**config.mk**
```make
export PLATFORM = sky130hd
export DESIGN_NAME = resultCollector
export DESIGN_NICKNAME = d
export VERILOG_FILES = /design/src/pointPoolPkg.sv /design/src/resultCollector.sv
export SDC_FILE = /design/constraint.sdc
export NUM_CORES = 1
export LEC_CHECK = 0
export BUFFER_PORTS_ARGS = -buffer_cell sky130_fd_sc_hd__clkbuf_2
export CAP_MARGIN = 0
export CORE_AREA = 5 5 129 131
export DETAILED_ROUTE_END_ITERATION = 6
export DIE_AREA = 0 0 134 136
export GPL_ROUTABILITY_DRIVEN = 0
export HOLD_SLACK_MARGIN = 0.15
export SLEW_MARGIN = 20
export SYNTH_ARGS = -nofsm -noshare
export SYNTH_HDL_FRONTEND = slang
export SYNTH_SLANG_ARGS = --single-unit
```
**constraint.sdc**
```tcl
create_clock -name clk -period 2 [get_ports clk]
set_clock_uncertainty 0.05 [all_clocks]
set_input_delay 0.1 -clock clk [delete_from_list [all_inputs] [get_ports clk]]
set_output_delay 0.1 -clock clk [all_outputs]
set_load 0.02 [all_outputs]
```
**src/pointPoolPkg.sv**
```systemverilog
// Shared widths, buffer depth and stream word layout, referenced by scoped name from every RTL file
package pointPoolPkg;

    // ================================================
    // Feature word
    // ================================================
    localparam int actWidth   = 8;
    localparam int numChannel = 8;
    localparam int wordWidth  = actWidth * numChannel;

    // ================================================
    // Neighbor map word
    // ================================================
    localparam int idxWidth    = 8;
    localparam int maxNeighbor = 7;
    // Count sits in whatever is left above the index fields
    localparam int countWidth  = wordWidth - maxNeighbor * idxWidth;

    // Feature buffer
    localparam int bufferDepth     = 64;
    localparam int bufferAddrWidth = $clog2(bufferDepth);

    // One stream word, read as features in the load phase and as a map in the map phase
    typedef union packed {
        logic [numChannel-1:0][actWidth-1:0] feature;
        struct packed {
            logic [countWidth-1:0]                count;
            logic [maxNeighbor-1:0][idxWidth-1:0] index;
        } map;
    } streamWord;

    // Round-robin pointer width over the pool cores, never below one bit
    function automatic int corePtrWidth(input int numCore);
        return (numCore > 1) ? $clog2(numCore) : 1;
    endfunction

endpackage
```
**src/resultCollector.sv**
```systemverilog
`timescale 1ns/100ps
// Output side; drains finished pool cores in dispatch order onto the output stream
module resultCollector #(
    parameter int numCore = 4
) (
    input  logic                                  clk,
    input  logic                                  reset,
    input  logic [numCore-1:0]                    resDone,
    input  pointPoolPkg::streamWord [numCore-1:0] resDat,
    input  logic [numCore-1:0]                    resLast,
    output logic [numCore-1:0]                    resTake,
    output pointPoolPkg::streamWord               outDat,
    output logic                                  outDatVld,
    output logic                                  outDatLast,
    input  logic                                  outDatRdy
);

    localparam int ptrWidth = pointPoolPkg::corePtrWidth(numCore);

    // Next core in dispatch order
    logic [ptrWidth-1:0] takePtr;
    logic                outFire;

    // ================================================
    // Output stream
    // ================================================
    // Only the expected core may present, so order follows the map words
    assign outDatVld  = resDone[takePtr];
    assign outDatLast = resDone[takePtr] & resLast[takePtr];
    assign outDat     = resDat[takePtr];
    assign outFire    = outDatVld & outDatRdy;

    always_comb begin
        resTake          = '0;
        resTake[takePtr] = outFire;
    end

    always_ff @(posedge clk) begin
        if (reset) begin
            takePtr <= '0;
        end else if (outFire) begin
            takePtr <= (takePtr == ptrWidth'(numCore - 1)) ? '0 : takePtr + 1'b1;
        end
    end

endmodule

```
==> metrics list <==
- Reg-to-reg endpoint: takePtr[0]$_SDFFE_PP0P_
* Share of final-layout standard cells stronger than drive strength 1: 86.3%
- In the finished design, the share of the clock period the worst path needs comes to 92.6%.
* Worst R2R Start: takePtr[1]$_SDFFE_PP0P_
- Summing every instance area after synthesis gives 0.00202 sq mm.
- Post-CTS Hold Buffers: 1
- Syn. warnings: 0
- Yosys reg bits: 2
- For this run, the top clock speed supported by timing is around 0.54 GHz.
- Global routing consumed, over all layers together, 11.5% of the routing resources.
- Total length of routed wires: 11600 um
* Mean routed wirelength per cell: 18.5 um
* Clk pin slew, worst setup/hold paths: 0.03 ns
- Relative contribution of sequential cells to total power: 3.3%
- VDD sags by at most 0.273 mV.
- Synthesis handed over a netlist of 108 instances.
- The synthesized design contains 0 enable-type register cells.
- Detail-routed via count per cell: 4.25
- Die area: 0.0182 sq mm
* Total half-perimeter wirelength after legalization and detailed placement: 10900 um
* Max Cap Violations: 0
- In this run the static leakage power is 2.07 nW.
- The largest total area in the synthesized netlist belongs to sky130_fd_sc_hd__mux4_1.
* Count of nets after finishing: between 700 and 800
* Number of buffers on the longest clock path: 2
- Kind of path behind the tightest hold check: in2reg
* Total setup buffers inserted after CTS: 0
- Root Buffer Master: sky130_fd_sc_hd__clkbuf_16
* Register containing the most flip-flops in the final layout: takePtr
- Number of placed I/O pins: 337
- The smallest clock period supported by the final layout is computed as 1.85 ns.
- Maximum number of pins on one net before global-route repair: 39
- Final core occ: 25.7%
- The critical path is of the reg2out type.
* Worst Max-Slew Pin Slew: 0.327 ns
* Critical path startpoint category: flop
- First-pass GRT wire length: between 15000 and 20000 um
* Filler cells: 1656
* Instance count along the most critical hold path: 4
- TritonCTS built the clock tree.
- Number of DRC markers in iteration 0: 66
- The clock network is responsible for roughly 18% of the overall power.
- Largest register FFs: 2
- Dividing the synthesized area by the synthesized cell count gives around 19 sq um.
- Top cells by area, synth: sky130_fd_sc_hd__mux4_1 (50%), sky130_fd_sc_hd__mux4_2 (30%), sky130_fd_sc_hd__buf_6 (5.0%)
- The core region is 0.0155 sq mm.
* Count of non-filler cells in the finished layout: 629
- Overall power consumption: around 1.7 mW
* Post-synth ARST share: 0%
* Hold Violations, Final: 0
- Summing the sequential cell areas from Yosys gives 1.99% of the chip area.
- Number of antenna diodes: 0
- Worst Setup End Kind: output port
- Post-synthesis to final-layout area growth: 97.0%
* Count of nets left with antenna violations after detail routing: 0
- Initial Utilization: 13.0%
* WP data required: 1.85 ns
- Maximum level of the CTS H-tree: 1
* Count of standard-cell rows: 46
- Per report_power, the combinational group accounts for 78.7% of the total.
- The worst register-to-register path has a setup slack of 0.43 ns.
- Number of global-route vias before repair: 2969
- The worst hold path terminates at takePtr[1]$_SDFFE_PP0P_.
- The analysis attributes to net switching a power of 727 uW.
- Including well taps, the total number of placed cells is 624.
* Critical path peak fanout: 38
* Arrival time at the worst endpoint: between 1.5 and 2 ns
- Setup repair after global routing left no endpoint under its margin.
- Overall die height: 136 um
- The number of clock buffers added by TritonCTS is 3.
* Outcome: finished, final reports clean
- Summed over its instances, the top area cell type makes up 49.5% of the synthesized netlist area.
* Drt pass-1 iters: 4
* Total negative slack for setup checks: 0 ns
* Setup-failing EPs final: 0
* Top cells by instance count after synthesis: sky130_fd_sc_hd__mux4_1 (38), sky130_fd_sc_hd__mux4_2 (27), sky130_fd_sc_hd__buf_6 (9)
- Global routing finished with a remaining overflow of 0.
* Insertion delay of the later-clocked pin in the worst-skew pair: 0.22 ns
- The tree built by TritonCTS fans out to 2 sinks.
* Internal Dissipation: around 1 mW
* Unique masters post-synth: 22
* Worst slack on hold paths: 0.304 ns
- In this run switching power makes up 42.0% of total power.
* Via count: 2675
- The number of cells on the worst reg-to-reg path is 3.
* PostCTS Resize Cnt: 0
* Chip Width: 134 um
- The number of pins exceeding their max-slew limit in the final report came to 0.
* Most used flip-flop cell after synthesis: sky130_fd_sc_hd__dfxtp_1
* Power per Cell Area: 435 mW/mm^2
- Top-count cell post-synth: sky130_fd_sc_hd__mux4_1
* Biggest regs: takePtr: 2 flops
- Measured against its own limit, the worst slew margin works out to 78.2%.
- Post-route DRC: 0
* Number of input and output port buffers inserted: 336
- The number of antenna violations at the first check in global routing is 0.
- The number of nets handed over by synthesis was 379.
- Hold Path Origin: resDone[0]
metrics by stage:
| stage | area (sq um) | setup WS, ns |
|---|---|---|
| global route | 3970 | 0.0800 |
| CTS | 3970 | 0.110 |
| global placement | 3880 | 0.357 |
| finish | 3970 | 0.148 |
| detailed placement | 3880 | 0.347 |
| floorplan | 2020 | 0.517 |
cells by family after synthesis:
family | share of synthesized area (%)
flops | 1.99
buf+inv | 7.26
compound gates | 2.61
fa+ha+maj | 2.48
simple gates | 3.35
mux | 82.3
worst max-delay path: stages (launching register included):
cell	delay (ns)
sky130_fd_sc_hd__dfxtp_4	0.36
sky130_fd_sc_hd__buf_12	0.24
sky130_fd_sc_hd__mux4_2	0.53
sky130_fd_sc_hd__o211a_1	0.16
sky130_fd_sc_hd__clkbuf_2	0.16
routing by layer:
layer	share of wire, %	vias to the layer above	track usage [%]
met5	0	-	0
met4	0.76	0	2.11
li1	-	1211	-
met2	53	193	22.1
met3	11	4	3.18
met1	36	1267	12.8
area by class of cell:
cell class	count	area [sq um]	share of cell area [%]
flip-flops and latches	2	45.0	1.13
inverters	2	7.51	0.189
clock buffers	4	78.8	1.98
repair buffers	341	1770	44.6
multi-input cells	88	1830	46.1
well taps	192	240	6.05
placed cells by master, fill, tap and decap left out, types with 2 or more instances in the layout:
cell type                   count
sky130_fd_sc_hd__mux2_4         2
sky130_fd_sc_hd__clkbuf_16      3
sky130_fd_sc_hd__ha_1           4
sky130_fd_sc_hd__inv_1          2
sky130_fd_sc_hd__clkbuf_2     336
sky130_fd_sc_hd__mux4_1        38
sky130_fd_sc_hd__mux4_2        27
sky130_fd_sc_hd__nand2b_1       2
sky130_fd_sc_hd__buf_12         4
sky130_fd_sc_hd__and2_1         4
power by group through the flow:
stage	sequential, mW	clock, mW	combinational, mW
CTS	0.0576	0.317	1.39
global placement	0.0577	0	1.37
global route	0.0581	0.320	1.46
detailed placement	0.0580	0	1.39
finish	0.0571	0.311	1.36
floorplan	0.0487	0	0.865
worst max path at each step:
stage / from / to / slack, ns / cells after the start
final: takePtr[0]$_SDFFE_PP0P_ / outDatLast / 0.15 / 4
after global routing: takePtr[0]$_SDFFE_PP0P_ / outDatLast / 0.08 / 4
after CTS: takePtr[0]$_SDFFE_PP0P_ / outDatLast / 0.11 / 4
after detailed placement: takePtr[0]$_SDFFE_PP0P_ / outDatLast / 0.35 / 4
after global placement: takePtr[0]$_SDFFE_PP0P_ / outDatLast / 0.36 / 4
after floorplan: takePtr[0]$_SDFFE_PP0P_ / outDat[11] / 0.52 / 3
Power figures use the tool's default switching activity.
