<file path="src/pointPoolPkg.sv">
// Shared widths, buffer depth and stream word layout, referenced by scoped name from every RTL file
package pointPoolPkg;

    // ================================================
    // Feature word
    // ================================================
    localparam int actWidth   = 8;
    localparam int numChannel = 8;
    localparam int wordWidth  = actWidth * numChannel;

    // ================================================
    // Neighbor map word
    // ================================================
    localparam int idxWidth    = 8;
    localparam int maxNeighbor = 7;
    // Count sits in whatever is left above the index fields
    localparam int countWidth  = wordWidth - maxNeighbor * idxWidth;

    // Feature buffer
    localparam int bufferDepth     = 64;
    localparam int bufferAddrWidth = $clog2(bufferDepth);

    // One stream word, read as features in the load phase and as a map in the map phase
    typedef union packed {
        logic [numChannel-1:0][actWidth-1:0] feature;
        struct packed {
            logic [countWidth-1:0]                count;
            logic [maxNeighbor-1:0][idxWidth-1:0] index;
        } map;
    } streamWord;

    // Round-robin pointer width over the pool cores, never below one bit
    function automatic int corePtrWidth(input int numCore);
        return (numCore > 1) ? $clog2(numCore) : 1;
    endfunction

endpackage
</file>
<file path="src/pointDispatcher.sv">
`timescale 1ns/100ps
// Input stream phase control; loads features into the buffer, then starts pool cores with map words
module pointDispatcher #(
    parameter int numCore = 4
) (
    input  logic                                     clk,
    input  logic                                     reset,
    input  pointPoolPkg::streamWord                  inDat,
    input  logic                                     inDatVld,
    input  logic                                     inDatLast,
    output logic                                     inDatRdy,
    output logic                                     wrEn,
    output logic [pointPoolPkg::bufferAddrWidth-1:0] wrAddr,
    output pointPoolPkg::streamWord                  wrDat,
    output pointPoolPkg::streamWord                  mapWord,
    output logic                                     mapLast,
    output logic [numCore-1:0]                       coreStart,
    input  logic [numCore-1:0]                       coreBusy
);

    localparam int ptrWidth = pointPoolPkg::corePtrWidth(numCore);
    localparam logic [pointPoolPkg::countWidth-1:0] countMax =
        pointPoolPkg::countWidth'(pointPoolPkg::maxNeighbor);

    // Phase encoding
    localparam logic [1:0] phaseLoad  = 2'd0;
    localparam logic [1:0] phaseMap   = 2'd1;
    localparam logic [1:0] phaseDrain = 2'd2;

    logic [1:0]          phase;
    logic [ptrWidth-1:0] corePtr;
    logic                inFire;

    // ================================================
    // Handshake
    // ================================================
    // Map words wait for the target core; nothing is taken while draining
    always_comb begin
        case (phase)
            phaseLoad: inDatRdy = ~|coreBusy;
            phaseMap:  inDatRdy = ~coreBusy[corePtr];
            default:   inDatRdy = 1'b0;
        endcase
    end

    assign inFire = inDatVld & inDatRdy;

    // Feature words go straight to the buffer
    assign wrEn  = inFire & (phase == phaseLoad);
    assign wrDat = inDat;

    // Map view, with the neighbor count clamped
    always_comb begin
        mapWord = inDat;
        if (inDat.map.count > countMax) begin
            mapWord.map.count = countMax;
        end
    end

    assign mapLast = inDatLast;

    always_comb begin
        coreStart = '0;
        if (inFire && phase == phaseMap) begin
            coreStart[corePtr] = 1'b1;
        end
    end

    // ================================================
    // Phase, write address and core pointer
    // ================================================
    always_ff @(posedge clk) begin
        if (reset) begin
            // Leaves through the drain check, so loading starts once cores are seen idle
            phase   <= phaseDrain;
            wrAddr  <= '0;
            corePtr <= '0;
        end else begin
            case (phase)
                phaseLoad: begin
                    if (inFire) begin
                        wrAddr <= wrAddr + 1'b1;
                        if (inDatLast) begin
                            phase <= phaseMap;
                        end
                    end
                end
                phaseMap: begin
                    if (inFire) begin
                        corePtr <= (corePtr == ptrWidth'(numCore - 1)) ? '0 : corePtr + 1'b1;
                        if (inDatLast) begin
                            phase <= phaseDrain;
                        end
                    end
                end
                default: begin
                    if (!(|coreBusy)) begin
                        phase  <= phaseLoad;
                        wrAddr <= '0;
                    end
                end
            endcase
        end
    end

endmodule

</file>
<file path="config.mk">
export PLATFORM = sky130hd
export DESIGN_NAME = pointDispatcher
export DESIGN_NICKNAME = d
export VERILOG_FILES = /design/src/pointPoolPkg.sv /design/src/pointDispatcher.sv
export SDC_FILE = /design/constraint.sdc
export NUM_CORES = 1
export LEC_CHECK = 0
export BUFFER_PORTS_ARGS = -buffer_cell sky130_fd_sc_hd__buf_2
export CAP_MARGIN = 10
export CELL_PAD_IN_SITES_DETAIL_PLACEMENT = 1
export CELL_PAD_IN_SITES_GLOBAL_PLACEMENT = 1
export CORE_MARGIN = 8
export CORE_UTILIZATION = 21
export CTS_CLUSTER_SIZE = 28
export DETAILED_ROUTE_END_ITERATION = 12
export GPL_ROUTABILITY_DRIVEN = 0
export HOLD_SLACK_MARGIN = 0.12
export PLACE_DENSITY = 0.95
export SETUP_SLACK_MARGIN = 0.1
export SYNTH_ARGS = -nofsm -noshare
export SYNTH_HDL_FRONTEND = slang
export SYNTH_SLANG_ARGS = --single-unit
</file>
<file path="constraint.sdc">
create_clock -name clk -period 5.7 [get_ports clk]
set_clock_uncertainty 0.15 [all_clocks]
set_input_delay 0.855 -clock clk [delete_from_list [all_inputs] [get_ports clk]]
set_output_delay 0.855 -clock clk [all_outputs]
set_load 0.1 [all_outputs]
</file>
==> impl_metrics.ini, run 1 <==
[worst_setup_path]
cp.arrival_ns = 2.49
critPathMaxFanout = 7
required_ns = 4.70
crit_type = in2out
worstSetupStartpointType = primary input
cp-end-kind = primary output

[sta]
rsz0062_at_grt = false
min_period_ns = 3.50
hold_viol_final = 0
whs_ns = 0.393
tightest_slew_ns = 0.700
fin_crit_sh = 0.613
fin_tns_setup_ns = 0
max_freq_ghz = 0.286
finalSetupViolCount = 0
slew_viol_final = 0
maxSlewHeadroom = 0.529

[power_and_ir_drop]
p_total_uw = 219
switching_share = 0.363
pwr-share-seq = 0.325
vdd_drop_max_mv = 0.0481
p_int_uw = 139
power_density_mw_per_mm2 = 215
p_comb_frac = 0.265
leakage_uw = 0.000449
switchingPower_uw = 79.5
clock_power_share = 0.411

[finish]
final_core_util = 0.140
nFillCells = 910
finalInstanceArea_mm2 = 0.00102
antenna_cells = 0
nets = 191
drive_gt1_frac = 0.469
layout_commonest_cell = buf_2
area_growth_syn_to_layout_pct = -35.9
mostFrequentLayoutCells = buf_2 (39), dfxtp_1 (10), nor2_1 (9)

[route]
wl_per_cell_um = 13.5
drt-initial-drc-count = 19
drt-total-wl_um = 2860
ant_nets = 0
via_count = 714
drcViolationCount = 0
firstDrtPassIters = 3
viasPerCell = 3.37

[synth]
synth_edf_count = 0
synth_cell_types = 32
async_flop_share = 0
yosys.area.top_type_share = 0.595
ys_warn_count = 0
synth_top_cell_by_area = buf_4
ys_seq_elements = 10
syn_inst = 193
seq_area_frac_synth = 0.126
synth.area.top_cells = buf_4 (59%), dfxtp_1 (13%), ha_1 (3.9%), xor2_1 (2.2%), nor2_1 (2.1%)
synth_area_mm2 = 0.00159
yosys_most_used_dff = dfxtp_1
avgSynthCellArea_um2 = 8.24

[clocking]
cts_buffers = 3
cts_setup_buffers = 0
cts_sinks = 10
clockBufferDepth = 2
cts_tree = done
cts_resized = 0
clk_latency_ns = 0.24
postCtsHoldBufs = 0
h-tree-depth = 1
clk_pin_slew_worst_paths_ns = 0.05
cts-root-buf = clkbuf_8

[die]
dieHeight_um = 103
die_area_mm2 = 0.0106
core_area_mm2 = 0.00729
rows = 31
num_io_pins = 213
initial_core_util = 0.218
dieWidth_um = 103

[job]
cap_violations = 0

[placed_design]
port_buffers = 39
dp_hpwl_um = 2380
post_dp_cell_area_um2 = 965

[grt]
grt_usage = 0.0494
first_global_vias = 763
grt_pass1_wl_um = 3880
grt_busiest_layer = met2
antenna_found_initial = 0
grtUsageMet3 = 0.0182
grt_overflow = 0
met1_usage = 0.0407
grt_max_degree = 11
grt_util_met2 = 0.0883

[outcome]
status = completed

[hold_path]
min_path_type = reg2reg
## logic make-up (layout without fill, tap and decap cells)
group | after synthesis | in the layout | share of synthesized area
buffers and inverters | 129 | 45 | 0.608
and+or+nand+nor | 29 | 29 | 0.116
AOI/OAI and AO/OA | 11 | 11 | 0.0527
DFF | 10 | 10 | 0.126
adders and majority gates | 5 | 5 | 0.0393
xor gates and xnor gates | 4 | 4 | 0.0220
muxes | 4 | 4 | 0.0338
other | 1 | 5 | 0.00236
## per-layer routing
metal	wire length, µm	share of wire	vias to the layer above
li1	-	-	329
met4	85	0.030	0
met3	261	0.091	16
met2	1640	0.57	32
met5	0	0	-
met1	877	0.31	337
## layout make-up
class | instances | area [µm²] | share of cell area
Tap cell | 99 | 124 | 0.121
Sequential cell | 10 | 200 | 0.196
Inverter | 2 | 7.51 | 0.00736
Clock buffer | 4 | 55.1 | 0.0540
Timing Repair Buffer | 39 | 195 | 0.191
Multi-Input combinational cell | 58 | 438 | 0.429
## Yosys cell counts (all sizes together) (2+ instances only)
library cell and count:
nor2 9, dfxtp 10, nand2 2, buf 126, inv 2, nor4 2, xor2 4, a21oi 2
ha 5, o2111ai 2, and2 5, mux2i 2, or4 2, o211ai 2, or3 3, and3 2
## state kept, by name, summed over array words and instances (netlist names)
| name | flops |
|---|---|
| corePtr | 2 |
| phase | 2 |
| wrAddr | 6 |
## stage by stage
step	cells	setup slack [ns]
after floorplan	197	0.989
after global placement	208	2.21
after detailed placement	208	2.19
after CTS	212	2.19
after global routing	212	2.12
final	212	2.20
## worst max-delay path, cell delays in order
cell,delay [ns]
buf_2,0.12
mux4_2,0.53
nor3b_4,0.37
and2_2,0.20
buf_2,0.42
## worst paths after layout
path                                         startpoint                      to  slack (ns)  depth (start not counted)
worst max-delay path                        coreBusy[3]            coreStart[2]        2.20                          5
worst min register to register   wrAddr[5]$_SDFFE_PP0P_  wrAddr[5]$_SDFFE_PP0P_        0.39                          2
worst min-delay path             wrAddr[5]$_SDFFE_PP0P_  wrAddr[5]$_SDFFE_PP0P_        0.39                          2
worst max register to register  corePtr[0]$_SDFFE_PP0P_   phase[0]$_SDFFE_PP0P_        3.65                          4
## power by group through the flow
stage	logic (µW)	registers, µW	clock network (µW)
finish	57.9	71.1	89.9
global route	59.7	71.0	95.2
CTS	58.1	71.0	93.3
detailed placement	58.0	72.4	0
global placement	57.0	72.3	0
floorplan	425	72.0	0
(Power assumes the default switching activity.)
==> run 2: changes to the inputs <==
- CORE_UTILIZATION: 21 -> 19
- PLACE_DENSITY: 0.95 -> 0.9
- clock period: 5.7 -> 3.3 ns (I/O delays scaled with it)
==> impl_metrics.ini, run 2 (synthesis results as in run 1) <==
[outcome]
status = completed

[finish]
layout_commonest_cell = buf_2
largest_reg_flops = 6
mostFrequentLayoutCells = buf_2 (39), dfxtp_1 (10), nor2_1 (9)
drive_gt1_frac = 0.491
top_register = wrAddr
antenna_cells = 0
nets = 192
top_regs = wrAddr: 6 flops, corePtr: 2 flops, phase: 2 flops
area_growth_syn_to_layout_pct = -34.3
finalInstanceArea_mm2 = 0.00104

[worst_setup_path]
path_delay_family = multiplexers
r2r_slack_ns = 1.27
required_ns = 2.65
worstPathCellList = mux4_2 > nor3b_4 > and2_2 > buf_2
slowest_stage = mux4_2
cp.arrival_ns = 2.29
cp-end-kind = primary output
crit_type = reg2out
cp-startpoint = corePtr[0]$_SDFFE_PP0P_
critPathMaxFanout = 7
cpPeakStageDelay_ns = 0.60
reg2reg_depth = 4
worstSetupStartpointType = flip-flop
timing.rr.start = corePtr[0]$_SDFFE_PP0P_
critPathBufInv = 1
r2r_end = phase[0]$_SDFFE_PP0P_

[clocking]
cts-root-buf = clkbuf_8
cts_setup_buffers = 0
clockBufferDepth = 2
cts_sinks = 10
h-tree-depth = 1
cts_resized = 0
clk_latency_ns = 0.24
cts_tree = done
clk_pin_slew_worst_paths_ns = 0.05
postCtsHoldBufs = 0
cts_buffers = 3

[die]
num_io_pins = 213
rows = 33
die_area_mm2 = 0.0116
initial_core_util = 0.195
dieWidth_um = 107
dieHeight_um = 107
core_area_mm2 = 0.00818

[hold_path]
holdCritStartpoint = inDatLast
holdPathEnd = phase[1]$_SDFFE_PP1P_
hold_depth = 3
min_path_type = in2reg

[route]
viasPerCell = 3.43
drt-total-wl_um = 2930
ant_nets = 0
drcViolationCount = 0
drt-initial-drc-count = 11
via_count = 751
wl_per_cell_um = 13.4
firstDrtPassIters = 4

[sta]
maxSlewHeadroom = 0.649
min_period_ns = 2.94
rsz0062_at_grt = false
whs_ns = 0.363
finalSetupViolCount = 0
tightest_slew_ns = 0.522
slew_viol_final = 0
fin_tns_setup_ns = 0
hold_viol_final = 0
max_freq_ghz = 0.341
fin_crit_sh = 0.890

[job]
cap_violations = 0

[grt]
grt_pass1_wl_um = 4420
grt_usage = 0.0488
first_global_vias = 833
grt_max_degree = 11
grt_overflow = 0
antenna_found_initial = 0

[placed_design]
dp_hpwl_um = 2490
port_buffers = 39
post_dp_cell_area_um2 = 990

[power_and_ir_drop]
power_density_mw_per_mm2 = 363
vdd_drop_max_mv = 0.0622
leakage_uw = 0.000455
run 2: report_power, final:
group / switching, µW / internal, µW / total (µW)
registers: 1.30 / 122 / 123
clock network: 49.9 / 105 / 155
logic: 86.4 / 14.5 / 101
total: 138 / 241 / 379
run 2: how the worst max path moves through the flow:
stage                     cells past startpoint           end
after global routing                          4  coreStart[2]
after detailed placement                      5  coreStart[0]
after global placement                        5  coreStart[3]
final                                         4  coreStart[0]
after CTS                                     4  coreStart[0]
after floorplan                               3      inDatRdy
run 2: metal layers:
metal / part of all wire / track usage
met3: 0.11 / 0.0198
met4: 0.065 / 0.0595
met1: 0.29 / 0.0370
met2: 0.54 / 0.0851
met5: 0 / 0
run 2: cell type report:
class	count	area, µm²
multi-input cells	58	448
flip-flops and latches	10	200
well taps	105	131
inverters	2	7.51
fillers	993	7130
repair buffers	40	203
clock buffers	4	55.1
run 2: stage by stage:
stage          utilization  power [µW]  cells  setup WS [ns]
6_report             0.128         379    219          0.364
5_1_grt              0.128         394    219          0.254
4_1_cts              0.128         383    219          0.305
3_5_place_dp         0.121         226    215          0.502
3_3_place_gp         0.121         225    215          0.516
2_1_floorplan            -         858    197          0.254
run 2: worst register-to-register path: cells and delay by family, from the launching register on:
| kind | cells | cell delay, ns |
|---|---|---|
| AOI/OAI and AO/OA | 1 | 0.25 |
| muxes | 1 | 0.60 |
| DFF | 1 | 0.45 |
| and+or+nand+nor | 2 | 0.48 |
==> run 3: changes to the inputs <==
- CORE_ASPECT_RATIO: default -> 0.6
==> impl_metrics.ini, run 3 (synthesis results as in run 1) <==
[outcome]
status = completed

[grt]
grt_overflow = 0
antenna_found_initial = 0
first_global_vias = 896
grt_usage = 0.0611
grt_pass1_wl_um = 5380
grt_max_degree = 11

[worst_setup_path]
slowest_stage = mux4_2
cp-end-kind = primary output
crit_type = reg2out
cpPeakStageDelay_ns = 0.60
worstPathCellList = mux4_2 > nor3b_4 > and2_2 > buf_2
critPathMaxFanout = 7
worstSetupStartpointType = flip-flop
required_ns = 2.65
cp.arrival_ns = 2.30

[clocking]
cts_resized = 0
clk_latency_ns = 0.23
cts_sinks = 10
cts_setup_buffers = 0
cts_tree = done
clockBufferDepth = 2
cts_buffers = 3
postCtsHoldBufs = 0
clk_pin_slew_worst_paths_ns = 0.04
h-tree-depth = 1
cts-root-buf = clkbuf_16

[sta]
max_freq_ghz = 0.340
finalSetupViolCount = 0
tightest_slew_ns = 0.600
slew_viol_final = 0
fin_crit_sh = 0.892
fin_tns_setup_ns = 0
rsz0062_at_grt = false
maxSlewHeadroom = 0.597
hold_viol_final = 0
min_period_ns = 2.94
whs_ns = 0.361

[route]
ant_nets = 0
firstDrtPassIters = 4
wl_per_cell_um = 16.5
drcViolationCount = 0
drt-initial-drc-count = 12
viasPerCell = 3.56
via_count = 791
drt-total-wl_um = 3660

[finish]
layout_commonest_cell = buf_2
finalInstanceArea_mm2 = 0.00108
drive_gt1_frac = 0.491
largest_reg_flops = 6
nFillCells = 984
area_growth_syn_to_layout_pct = -31.9
mostFrequentLayoutCells = buf_2 (39), dfxtp_1 (10), nor2_1 (9)
nets = 192
antenna_cells = 0
top_regs = wrAddr: 6 flops, corePtr: 2 flops, phase: 2 flops
top_register = wrAddr

[die]
num_io_pins = 213
dieHeight_um = 86.9
rows = 25
core_area_mm2 = 0.00801
initial_core_util = 0.199
die_area_mm2 = 0.0116
dieWidth_um = 134

[placed_design]
post_dp_cell_area_um2 = 993
port_buffers = 39
dp_hpwl_um = 3090

[power_and_ir_drop]
leakage_uw = 0.000470
power_density_mw_per_mm2 = 428
vdd_drop_max_mv = 0.180

[hold_path]
min_path_type = reg2reg

[job]
cap_violations = 0
[run 3: layout make-up]
type	instances	area [µm²]	area share
Sequential cell	10	200	0.185
Multi-Input combinational cell	58	448	0.414
Inverter	2	7.51	0.00694
Clock buffer	4	88.8	0.0821
Timing Repair Buffer	40	203	0.187
Tap cell	108	135	0.125
[run 3: final timing paths]
check	from	slack, ns	depth (start not counted)	end
max	corePtr[0]$_SDFFE_PP0P_	0.36	4	coreStart[1]
min reg2reg	wrAddr[5]$_SDFFE_PP0P_	0.36	2	wrAddr[5]$_SDFFE_PP0P_
min	wrAddr[5]$_SDFFE_PP0P_	0.36	2	wrAddr[5]$_SDFFE_PP0P_
max reg2reg	corePtr[0]$_SDFFE_PP0P_	1.24	4	phase[0]$_SDFFE_PP0P_
[run 3: routing by layer]
layer | up-vias | routed length (µm) | part of all wire | GRT usage
li1 | 332 | - | - | -
met1 | 341 | 1120 | 0.31 | 0.0519
met2 | 108 | 1770 | 0.48 | 0.0840
met3 | 8 | 663 | 0.18 | 0.0720
met4 | 2 | 65 | 0.018 | 0.0274
met5 | - | 38 | 0.010 | 0.0230
[run 3: per-stage QoR]
stage	power, µW	util	setup WS (ns)	instances
6_report	463	0.135	0.356	222
3_3_place_gp	226	0.124	0.551	218
2_1_floorplan	858	-	0.254	197
5_1_grt	484	0.135	0.225	222
3_5_place_dp	228	0.124	0.517	218
4_1_cts	469	0.135	0.344	222
[run 3: power breakdown]
part	internal [µW]	switching (µW)	total, µW
clock	182	55.7	238
combinational	14.6	87.2	102
sequential	122	1.30	123
[run 3: critical path: cells and delay by family, from the launching register on]
| kind | cells | cell delay [ns] |
|---|---|---|
| AND/OR/NAND/NOR | 2 | 0.58 |
| flip-flops | 1 | 0.47 |
| buffers and inverters | 1 | 0.42 |
| multiplexers | 1 | 0.60 |
