File: config.mk
export PLATFORM = sky130hd
export DESIGN_NAME = poolCore
export DESIGN_NICKNAME = d
export VERILOG_FILES = /design/src/pointPoolPkg.sv /design/src/poolCore.sv
export SDC_FILE = /design/constraint.sdc
export NUM_CORES = 1
export LEC_CHECK = 0
export BUFFER_PORTS_ARGS = -buffer_cell sky130_fd_sc_hd__buf_4
export CAP_MARGIN = 20
export CORE_UTILIZATION = 47
export CTS_CLUSTER_SIZE = 12
export DETAILED_ROUTE_END_ITERATION = 10
export PLACE_DENSITY = 0.74
export SLEW_MARGIN = 20
export SYNTH_ARGS = -nofsm -noshare
export SYNTH_HDL_FRONTEND = slang
export SYNTH_SLANG_ARGS = --single-unit
File: constraint.sdc
create_clock -name clk -period 1.5 [get_ports clk]
set_input_delay 0.15 -clock clk [delete_from_list [all_inputs] [get_ports clk]]
set_output_delay 0.15 -clock clk [all_outputs]
set_load 0.01 [all_outputs]
File: src/pointPoolPkg.sv
// Shared widths, buffer depth and stream word layout, referenced by scoped name from every RTL file
package pointPoolPkg;

    // ================================================
    // Feature word
    // ================================================
    localparam int actWidth   = 8;
    localparam int numChannel = 8;
    localparam int wordWidth  = actWidth * numChannel;

    // ================================================
    // Neighbor map word
    // ================================================
    localparam int idxWidth    = 8;
    localparam int maxNeighbor = 7;
    // Count sits in whatever is left above the index fields
    localparam int countWidth  = wordWidth - maxNeighbor * idxWidth;

    // Feature buffer
    localparam int bufferDepth     = 64;
    localparam int bufferAddrWidth = $clog2(bufferDepth);

    // One stream word, read as features in the load phase and as a map in the map phase
    typedef union packed {
        logic [numChannel-1:0][actWidth-1:0] feature;
        struct packed {
            logic [countWidth-1:0]                count;
            logic [maxNeighbor-1:0][idxWidth-1:0] index;
        } map;
    } streamWord;

    // Round-robin pointer width over the pool cores, never below one bit
    function automatic int corePtrWidth(input int numCore);
        return (numCore > 1) ? $clog2(numCore) : 1;
    endfunction

endpackage
File: src/poolCore.sv
`timescale 1ns/100ps
// One pool core; reads the neighbors named by a map word and keeps their channel-wise maximum
module poolCore (
    input  logic                                     clk,
    input  logic                                     reset,
    input  logic                                     coreStart,
    input  pointPoolPkg::streamWord                  mapWord,
    input  logic                                     mapLast,
    output logic                                     coreBusy,
    output logic                                     rdReq,
    output logic [pointPoolPkg::bufferAddrWidth-1:0] rdAddr,
    input  logic                                     rdGnt,
    input  pointPoolPkg::streamWord                  rdDat,
    input  logic                                     rdDatVld,
    output logic                                     resDone,
    output pointPoolPkg::streamWord                  resDat,
    output logic                                     resLast,
    input  logic                                     resTake
);

    localparam int cntWidth = $clog2(pointPoolPkg::maxNeighbor + 1);

    // Pending indices, next one always in slot 0
    logic [pointPoolPkg::maxNeighbor-1:0][pointPoolPkg::idxWidth-1:0] idxQueue;

    logic [cntWidth-1:0]     needCnt;
    logic [cntWidth-1:0]     issueCnt;
    logic [cntWidth-1:0]     recvCnt;
    logic                    busy;
    pointPoolPkg::streamWord maxAcc;

    assign coreBusy = busy;
    assign rdReq    = busy & (issueCnt != needCnt);
    // Low bits only, so indices wrap at the buffer depth
    assign rdAddr   = idxQueue[0][pointPoolPkg::bufferAddrWidth-1:0];
    assign resDat   = maxAcc;

    // ================================================
    // Control
    // ================================================
    always_ff @(posedge clk) begin
        if (reset) begin
            busy     <= 1'b0;
            resDone  <= 1'b0;
            resLast  <= 1'b0;
            needCnt  <= '0;
            issueCnt <= '0;
            recvCnt  <= '0;
        end else if (coreStart) begin
            busy     <= 1'b1;
            resDone  <= 1'b0;
            resLast  <= mapLast;
            // Count arrives already clamped to maxNeighbor
            needCnt  <= mapWord.map.count[cntWidth-1:0];
            issueCnt <= '0;
            recvCnt  <= '0;
        end else if (resTake) begin
            busy    <= 1'b0;
            resDone <= 1'b0;
        end else if (busy) begin
            if (rdGnt) begin
                issueCnt <= issueCnt + 1'b1;
            end
            if (rdDatVld) begin
                recvCnt <= recvCnt + 1'b1;
            end
            // All reads back, nothing outstanding
            if (!resDone && recvCnt == needCnt) begin
                resDone <= 1'b1;
            end
        end
    end

    // ================================================
    // Index queue and running maximum
    // ================================================
    always_ff @(posedge clk) begin
        if (coreStart) begin
            idxQueue <= mapWord.map.index;
            maxAcc   <= '0;
        end else begin
            if (rdGnt) begin
                idxQueue <= idxQueue >> pointPoolPkg::idxWidth;
            end
            if (rdDatVld) begin
                for (int ch = 0; ch < pointPoolPkg::numChannel; ch++) begin
                    if (rdDat.feature[ch] > maxAcc.feature[ch]) begin
                        maxAcc.feature[ch] <= rdDat.feature[ch];
                    end
                end
            end
        end
    end

endmodule

==> results of run 1 <==
[report_power, final]
group	internal, uW	total (uW)	switching (uW)
combinational	1550	2710	1160
clock	2220	3790	1570
sequential	3650	3810	152
total	7430	10300	2880
[layer usage]
| metal | up-vias | track usage [%] | share of wire [%] |
|---|---|---|---|
| met3 | 32 | 7.063 | 4.9 |
| li1 | 2777 | - | - |
| met1 | 2652 | 24.31 | 39 |
| met4 | 0 | 10.14 | 2.8 |
| met2 | 139 | 44.42 | 54 |
| met5 | - | 0 | 0 |
[worst min-delay path: cells and delay by family]
kind	cells	cell delay, ns
buffers and inverters	1	0.11
and+or+nand+nor	1	0.06
muxes	1	0.06
[synthesized netlist by cell type, types with 8 or more instances]
master    count
nand2b_1    135
dfxtp_1      76
mux2i_1      68
ha_1         66
inv_1        64
edfxtp_1     42
mux2_2       36
a21oi_1      24
nand4_1      16
clkbuf_1     14
nand2_1      13
nor2_1       10
nor2b_1       9
o211ai_1      8
o21ai_1       8
[kinds of logic (layout without fill, tap and decap cells)]
| group | count (synthesis) | count (layout) | synth area share [%] |
|---|---|---|---|
| mux | 104 | 104 | 15.92 |
| simple gates | 204 | 204 | 17.98 |
| xor+xnor | 10 | 10 | 1.284 |
| flops | 118 | 118 | 40.79 |
| buf+inv | 99 | 379 | 6.731 |
| fa+ha+maj | 66 | 66 | 12.11 |
| compound gates | 53 | 53 | 5.191 |
[through the flow]
| stage | hold slack, ns | worst slack, ns | cell area, sq um | instances | util [%] |
|---|---|---|---|---|---|
| detailed placement | 0.3310 | -0.2844 | 8959 | 1058 | 63.80 |
| floorplan | 0.2224 | -0.07908 | 6945 | 654 | - |
| global route | 0.00009023 | -0.2401 | 10230 | 1114 | 72.82 |
| global placement | 0.3268 | -0.2118 | 8959 | 1058 | 63.80 |
| CTS | 0.0004913 | -0.1240 | 10130 | 1111 | 72.13 |
| finish | 0.01142 | -0.1708 | 10230 | 1114 | 72.82 |
[worst max path at each step]
| stage | from | to | slack (ns) | cells after the start |
|---|---|---|---|---|
| 2_1_floorplan | resDat[25] | resDat[25] | -0.08 | 7 |
| 3_3_place_gp | resDat[38] | resDat[39] | -0.21 | 7 |
| 3_5_place_dp | resDat[37] | resDat[38] | -0.28 | 7 |
| 4_1_cts | resDat[55] | resDat[48] | -0.12 | 8 |
| 5_1_grt | resDat[30] | resDat[27] | -0.24 | 8 |
| 6_report | resDat[30] | resDat[27] | -0.17 | 8 |
[layout make-up]
cell class / count / area (sq um) / area share, %
clock inverters: 13 / 100.1 / 0.9788
inverters: 64 / 240.2 / 2.349
flip-flops and latches: 118 / 2833 / 27.70
multi-input cells: 437 / 4101 / 40.11
repair buffers: 283 / 2272 / 22.22
well taps: 180 / 225.2 / 2.202
clock buffers: 19 / 454.2 / 4.441
[registers in the layout, summed over array words and instances (netlist names), 3 cells and up]
register and count:
issueCnt 3, needCnt 3, resDat 64, idxQueue 36, recvCnt 3, rdAddr 6
[repair_timing]
action	CTS	global route
hold buffers	13	0
setup endpoints to repair	65	65
gates resized for setup	84	22
gates cloned	0	0
hold endpoints to repair	13	0
buffers inserted	8	3
pin swaps	42	24
==> flow_summary_export.csv, run 1 <==
group,metric,value,unit
status,status,"finished with violations",
status,violations,"setup timing",
grt,grt_pass1_wl,27.37,mm
setup_path,cp_max_fo,8,
sta,period_share,111.4,%
cts,cts-buffers-inserted,17,
detailed_routing,wire_per_inst,15.70,um
synthesis,synth_seq_area_share,40.79,%
finish,antenna_cells,0,
finish,layout-drive-gt1-share,50.96,%
synthesis,synth.net_count,855,
finish,syn_to_final_growth,49.91,%
grt,grt_start_max_net_pins,67,
detailed_routing,vias,5600,
die,start_util,48.58,%
synthesis,synthArstFlopShare,0,%
setup_path,r2r-start,"resDat[30]",
synthesis,ys_types,33,
setup_path,critical_path_arrival,2.01,ns
detailed_routing,viasPerCell,5.027,
worst_hold_path,hp-class,"primary input to flip-flop",
die,core,14040,sq um
finish,most-common-layout-cells,"251 x buf_4, 135 x nand2b_1, 64 x mux2i_1",
synthesis,synth_cells,654,
finish,nNetsFinal,1122,
power,p_per_area,1008,nW/um^2
sta,setup_viol,64,
sta,rsz0062_at_grt,"true",
grt,antenna_found_initial,0,
sta,max_freq,598.5,MHz
synthesis,synth_ff_type,"dfxtp_1",
worst_hold_path,holdPathStages,3,
place,dp_hpwl,12.12,mm
die,fp.dieW,122.5,um
finish,nFillCells,975,
setup_path,crit_family,"flip-flops",
detailed_routing,drt_iter0_markers,218,
setup_path,reg2regPathDepth,8,
power,power.leakage,0.004400,uW
cts,cts_tree,"done",
setup_path,end_kind,"flip-flop",
sta,worst_slew_pin_slew,0.4455,ns
setup_path,rr_endpoint,"resDat[27]",
synthesis,ys_ff_latch,118,
synthesis,synth_top_area_share,22.30,%
cts,cts.sinks,118,
detailed_routing,drc_errors,0,
sta,worst_slack,-0.1708,ns
worst_hold_path,worstHoldStart,"rdDat[0]",
setup_path,critPathKind,"flip-flop to flip-flop",
synthesis,synth_warnings,0,
power,ir_drop,0.7867,mV
die,rows,43,
die,pin_count,209,
sta,maxSlewViolCount,0,
setup_path,reg2reg_slack,-0.17,ns
synthesis,syn_avg_cell_area,10.43,sq um
grt,grt.total_usage,23.76,%
power,power,10310,uW
synthesis,syn-cell-area,6822,sq um
setup_path,slowest_stage,"dfxtp_2",
cts,ctsHtreeMaxLevel,4,
place,place.port_buffers,189,
setup_path,crit_buf_inv,2,
place,routabilityCongestion,0.8864,
grt,overflow,0,
sta,max_slew_margin,70.24,%
setup_path,slowest_delay,0.33,ns
sta,timing.setup.tns,-6.075,ns
synthesis,synth_area_leaders,"dfxtp_1 22%, edfxtp_1 18%, nand2b_1 12%, ha_1 12%, mux2i_1 10%",
setup_path,cp_cell_sequence,"inv_2, ha_4, nand4_1, o21ai_1, a21oi_2, nor2_4, buf_12, mux2i_2",
grt,grt_pass1_vias,5953,
setup_path,critPathLaunchType,"flip-flop",
die,die-height,122.5,um
cts,clk_pin_slew,0.06,ns
setup_path,required,1.84,ns
detailed_routing,postRouteAntennaNets,0,
synthesis,netlist.top_cell.by_area,"dfxtp_1",
cts,clockBufferDepth,2,
job,drv_cap,0,
detailed_routing,first_pass_iters,4,
finish,layout_commonest_cell,"buf_4",
worst_hold_path,holdPathEnd,"resDat[0]",
synthesis,synth_edf_count,42,
die,die_area,15000,sq um
sta,skew,0.009479,ns
sta,hold_viol,0,
sta,final.min_clock_period,1.671,ns
cts,cts-root-buf,"clkbuf_16",
detailed_routing,wirelength,17.49,mm
cts,clk_latency,0.42,ns
Power figures use the tool's default switching activity.
==> inputs of run 2 (changes only) <==
--- a/config.mk
+++ b/config.mk
@@ -15,3 +15,4 @@
 export SYNTH_ARGS = -nofsm -noshare
 export SYNTH_HDL_FRONTEND = slang
 export SYNTH_SLANG_ARGS = --single-unit
+export TNS_END_PERCENT = 50
==> flow_summary_export.csv, run 2 (same netlist as run 1, synthesis figures left out) <==
group,metric,value,unit
finish,nNetsFinal,1118,
setup_path,cp_max_fo,4,
detailed_routing,wire_per_inst,15.24,um
grt,use_met1,25.77,%
finish,fin_cells,1110,
sta,max_slew_margin,68.79,%
finish,nFillCells,982,
grt,grt.total_usage,22.87,%
setup_path,r2r-start,"resDat[57]",
detailed_routing,first_pass_iters,4,
place,dp_hpwl,11.85,mm
sta,worst_slew_pin_slew,0.4672,ns
setup_path,slowest_delay,0.33,ns
job,drv_cap,0,
setup_path,end_kind,"flip-flop",
sta,whs,0.009828,ns
die,start_util,48.58,%
power,p_per_area,1043,nW/um^2
power,p_int,7855,uW
grt,globalRouteMet3Util,7.388,%
sta,skew,0.01143,ns
sta,hold_viol,0,
cts,clk_latency,0.42,ns
detailed_routing,wirelength,16.92,mm
finish,layout-drive-gt1-share,50.54,%
cts,cts-buffers-inserted,17,
place,dp_slack,-0.1677,ns
finish,layout_commonest_cell,"buf_4",
detailed_routing,drt_iter0_markers,196,
power,ir_drop,0.6587,mV
cts,ctsHtreeMaxLevel,4,
finish,syn_to_final_growth,50.37,%
grt,grt.busiest_layer,"met2",
detailed_routing,vias,5512,
finish,largest_register_ffs,64,
sta,maxSlewViolCount,0,
grt,grt_pass1_wl,26.43,mm
power,switching_share,26.59,%
place,place.port_buffers,189,
cts,clk_pin_slew,0.06,ns
worst_hold_path,worstHoldStart,"rdDat[58]",
sta,period_share,110.2,%
setup_path,startpoint,"resDat[57]",
power,power.switching,2845,uW
sta,final.min_clock_period,1.653,ns
power,combinationalPowerShare,25.5,%
setup_path,critPathKind,"flip-flop to flip-flop",
sta,max_freq,605.0,MHz
grt,overflow,0,
finish,antenna_cells,0,
power,seqPwrFrac,35.6,%
sta,setup_viol,65,
setup_path,slowest_stage,"dfxtp_2",
cts,cts-root-buf,"clkbuf_16",
detailed_routing,drc_errors,0,
grt,grt_start_max_net_pins,114,
detailed_routing,viasPerCell,4.966,
cts,clockBufferDepth,2,
finish,most-common-layout-cells,"249 x buf_4, 134 x nand2b_1, 64 x mux2i_1",
die,core,14040,sq um
grt,antenna_found_initial,0,
die,pin_count,209,
status,status,"finished with violations",
setup_path,critPathLaunchType,"flip-flop",
power,power.leakage,0.004423,uW
setup_path,required,1.84,ns
sta,worst_slack,-0.1528,ns
die,die_area,15000,sq um
setup_path,cp_cell_sequence,"inv_1, ha_1, nor2b_4, o211ai_1, nand3b_1, o2111a_1, buf_6, mux2i_1",
detailed_routing,postRouteAntennaNets,0,
die,fp.dieW,122.5,um
setup_path,critical_path_arrival,1.99,ns
grt,use_met2,39.71,%
die,die-height,122.5,um
power,clock_power_share,38.9,%
place,routabilityCongestion,0.8402,
cts,cts_tree,"done",
cts,cts.sinks,118,
finish,design_area,10260,sq um
sta,rsz0062_at_grt,"true",
status,violations,"setup timing",
power,power,10700,uW
place,place_inst,1057,
worst_hold_path,hp-class,"primary input to flip-flop",
die,rows,43,
place,place_area,8924,sq um
grt,grt_pass1_vias,5668,
run 2: routing by layer:
| metal | share of wire (%) | wire length [um] |
|---|---|---|
| met5 | 0 | 0 |
| met4 | 2.2 | 371 |
| met3 | 6.2 | 1041 |
| met2 | 51 | 8684 |
| met1 | 40 | 6821 |
run 2: critical path, delay by kind of cell, from the launching register on:
family                     cells  cell delay (ns)
adders and majority gates      1             0.28
muxes                          1             0.22
DFF                            1             0.33
AOI/OAI and AO/OA              2             0.33
and+or+nand+nor                2             0.23
buffers and inverters          2             0.18
run 2: power groups by stage:
stage	clock (uW)	sequential, uW	combinational, uW
floorplan	0	3930	1180
global placement	0	3830	2230
detailed placement	0	3850	2310
CTS	4230	3800	2570
global route	4400	3840	2980
finish	4160	3810	2730
run 2: per-stage QoR:
stage               utilization [%]  setup TNS (ns)
floorplan                         -          -2.124
finish                        73.05          -5.593
detailed placement            63.55          -6.742
global route                  73.05          -11.78
global placement              63.55          -3.622
CTS                           71.73          -5.377
run 2: final timing paths:
check                to  slack (ns)  depth (start not counted)
min reg2reg  resDat[12]        0.50                          2
max reg2reg  resDat[56]       -0.15                          8
max          resDat[56]       -0.15                          8
min          resDat[58]        0.01                          3
run 2: layout make-up:
| cell class | count | area, sq um | share of cell area, % |
|---|---|---|---|
| well taps | 180 | 225.2 | 2.196 |
| repair buffers | 279 | 2255 | 21.98 |
| inverters | 64 | 240.2 | 2.342 |
| clock inverters | 14 | 175.2 | 1.708 |
| flip-flops and latches | 118 | 2831 | 27.60 |
| multi-input cells | 437 | 4101 | 39.99 |
| clock buffers | 18 | 429.2 | 4.184 |
run 2: what timing repair did:
item,in CTS,in global routing
hold endpoints to repair,11,0
hold buffers,11,0
pin swaps,33,39
endpoints found under the setup margin,65,65
cloned,0,0
resized for setup,75,43
setup buffers,8,3
==> inputs of run 3 (changes only) <==
==> constraint.sdc (replaced) <==
create_clock -name clk -period 1.5 [get_ports clk]
set_input_delay 0.225 -clock clk [delete_from_list [all_inputs] [get_ports clk]]
set_output_delay 0.225 -clock clk [all_outputs]
set_load 0.01 [all_outputs]
==> flow_summary_export.csv, run 3 (same netlist as run 1, synthesis figures left out) <==
group,metric,value,unit
sta,max_slew_margin,68.51,%
finish,fin_cells,1095,
sta,skew,0.004731,ns
sta,setup_viol,65,
power,p_per_area,1007,nW/um^2
detailed_routing,wire_per_inst,15.23,um
cts,clk_latency,0.42,ns
detailed_routing,postRouteAntennaNets,0,
finish,layout_commonest_cell,"buf_4",
status,status,"finished with violations",
power,power,10060,uW
place,dp_hpwl,12.05,mm
cts,clk_pin_slew,0.06,ns
grt,antenna_found_initial,0,
die,start_util,48.58,%
die,die_area,15000,sq um
grt,grt_pass1_vias,5769,
setup_path,crit_family,"flip-flops",
detailed_routing,wl_met1,6.402,mm
detailed_routing,wirelength,16.68,mm
grt,grt.total_usage,22.63,%
sta,worst_slew_pin_slew,0.4714,ns
detailed_routing,maxUsedRoutingLayer,"met4",
cts,clockBufferDepth,2,
detailed_routing,drt_iter0_markers,162,
finish,nNetsFinal,1103,
grt,grt_start_max_net_pins,75,
setup_path,slowest_delay,0.34,ns
sta,worst_slack,-0.1478,ns
place,place.port_buffers,189,
die,die-height,122.5,um
cts,ctsHtreeMaxLevel,4,
cts,cts-root-buf,"clkbuf_16",
place,place_area,8894,sq um
setup_path,crit_buf_inv,3,
grt,overflow,0,
die,core,14040,sq um
sta,period_share,109.9,%
power,power.leakage,0.004281,uW
setup_path,end_kind,"flip-flop",
setup_path,cp_max_fo,4,
detailed_routing,viasPerCell,5.052,
setup_path,cp_cell_sequence,"inv_2, ha_4, buf_4, nand4_1, nand2b_4, o2111a_1, buf_6, mux2i_2",
cts,cts-buffers-inserted,17,
detailed_routing,dr_wl_met3,923,um
sta,rsz0062_at_grt,"true",
sta,max_freq,606.9,MHz
status,violations,"setup timing",
finish,design_area,9995,sq um
finish,syn_to_final_growth,46.52,%
setup_path,critPathKind,"flip-flop to flip-flop",
die,pin_count,209,
place,place_inst,1055,
setup_path,slowest_stage,"dfxtp_2",
detailed_routing,vias,5532,
sta,final.min_clock_period,1.648,ns
setup_path,critical_path_arrival,1.97,ns
cts,cts.sinks,118,
setup_path,critPathLaunchType,"flip-flop",
detailed_routing,drc_errors,0,
finish,largest_register_ffs,64,
place,routabilityCongestion,0.8476,
sta,hold_viol,0,
detailed_routing,wl_met2,8.793,mm
sta,maxSlewViolCount,0,
finish,nFillCells,1024,
setup_path,required,1.83,ns
finish,final_core_utilization,71.18,%
finish,most-common-layout-cells,"244 x buf_4, 134 x nand2b_1, 67 x mux2i_1",
cts,cts_tree,"done",
power,ir_drop,0.7750,mV
finish,ff_latch_area,2831,sq um
finish,antenna_cells,0,
job,drv_cap,0,
detailed_routing,first_pass_iters,4,
grt,grt_pass1_wl,26.21,mm
die,fp.dieW,122.5,um
finish,multiInputGateArea,4074,sq um
die,rows,43,
worst_hold_path,hp-class,"primary input to flip-flop",
finish,layout-drive-gt1-share,49.62,%
==> run 3: cell types whose count changed in the layout (fill, tap and decap cells not counted), sizes merged <==
| cell | change |
|---|---|
| bufinv | -3 |
| inv | +1 |
| dlygate4sd3 | -9 |
| clkinvlp | +2 |
| buf | -6 |
==> run 3: layout make-up <==
cell class	instances	area share [%]
Multi-Input combinational cell	437	40.76
Sequential cell	118	28.33
Timing Repair Buffer	264	20.91
Clock buffer	18	4.294
Inverter	64	2.404
Tap cell	180	2.253
Clock inverter	14	1.052
==> run 3: worst paths after layout <==
kind | startpoint | end | slack (ns) | depth (start not counted)
setup reg to reg | resDat[61] | resDat[61] | -0.15 | 8
hold reg to reg | resDat[43] | resDat[43] | 0.49 | 2
setup / recovery | resDat[61] | resDat[61] | -0.15 | 8
hold / removal | mapWord[57] | needCnt[1] | 0.05 | 3
==> run 3: per-stage QoR <==
stage | hold slack, ns | setup WS (ns) | TNS [ns]
3_5_place_dp | 0.4023 | -0.3115 | -9.144
6_report | 0.04849 | -0.1478 | -5.917
5_1_grt | 0.06150 | -0.2134 | -10.97
2_1_floorplan | 0.2974 | -0.07908 | -1.702
3_3_place_gp | 0.4016 | -0.2448 | -5.615
4_1_cts | 0.03439 | -0.1245 | -5.530
==> run 3: report_power, final <==
group | switching, uW | internal, uW
clock network | 1520 | 2110
logic | 1120 | 1490
registers | 154 | 3660
==> run 3: repair_timing <==
action                     in CTS  in global routing
hold endpoints to repair        6                  0
setup buffers                   6                  1
resized for setup              66                 33
setup endpoints to repair      65                 65
hold buffers                    2                  0
pin swaps                      32                 18
==> run 3: layer usage <==
layer  global-route usage [%]  vias up
met5                        0        -
met4                    12.04        0
met3                    6.784       42
met2                    40.73      137
li1                         -     2735
met1                    23.49     2618
==> run 3: worst min-delay path, cell delays in order <==
cell and delay, ns:
buf_4 0.08, mux2i_1 0.05, nor2_1 0.08
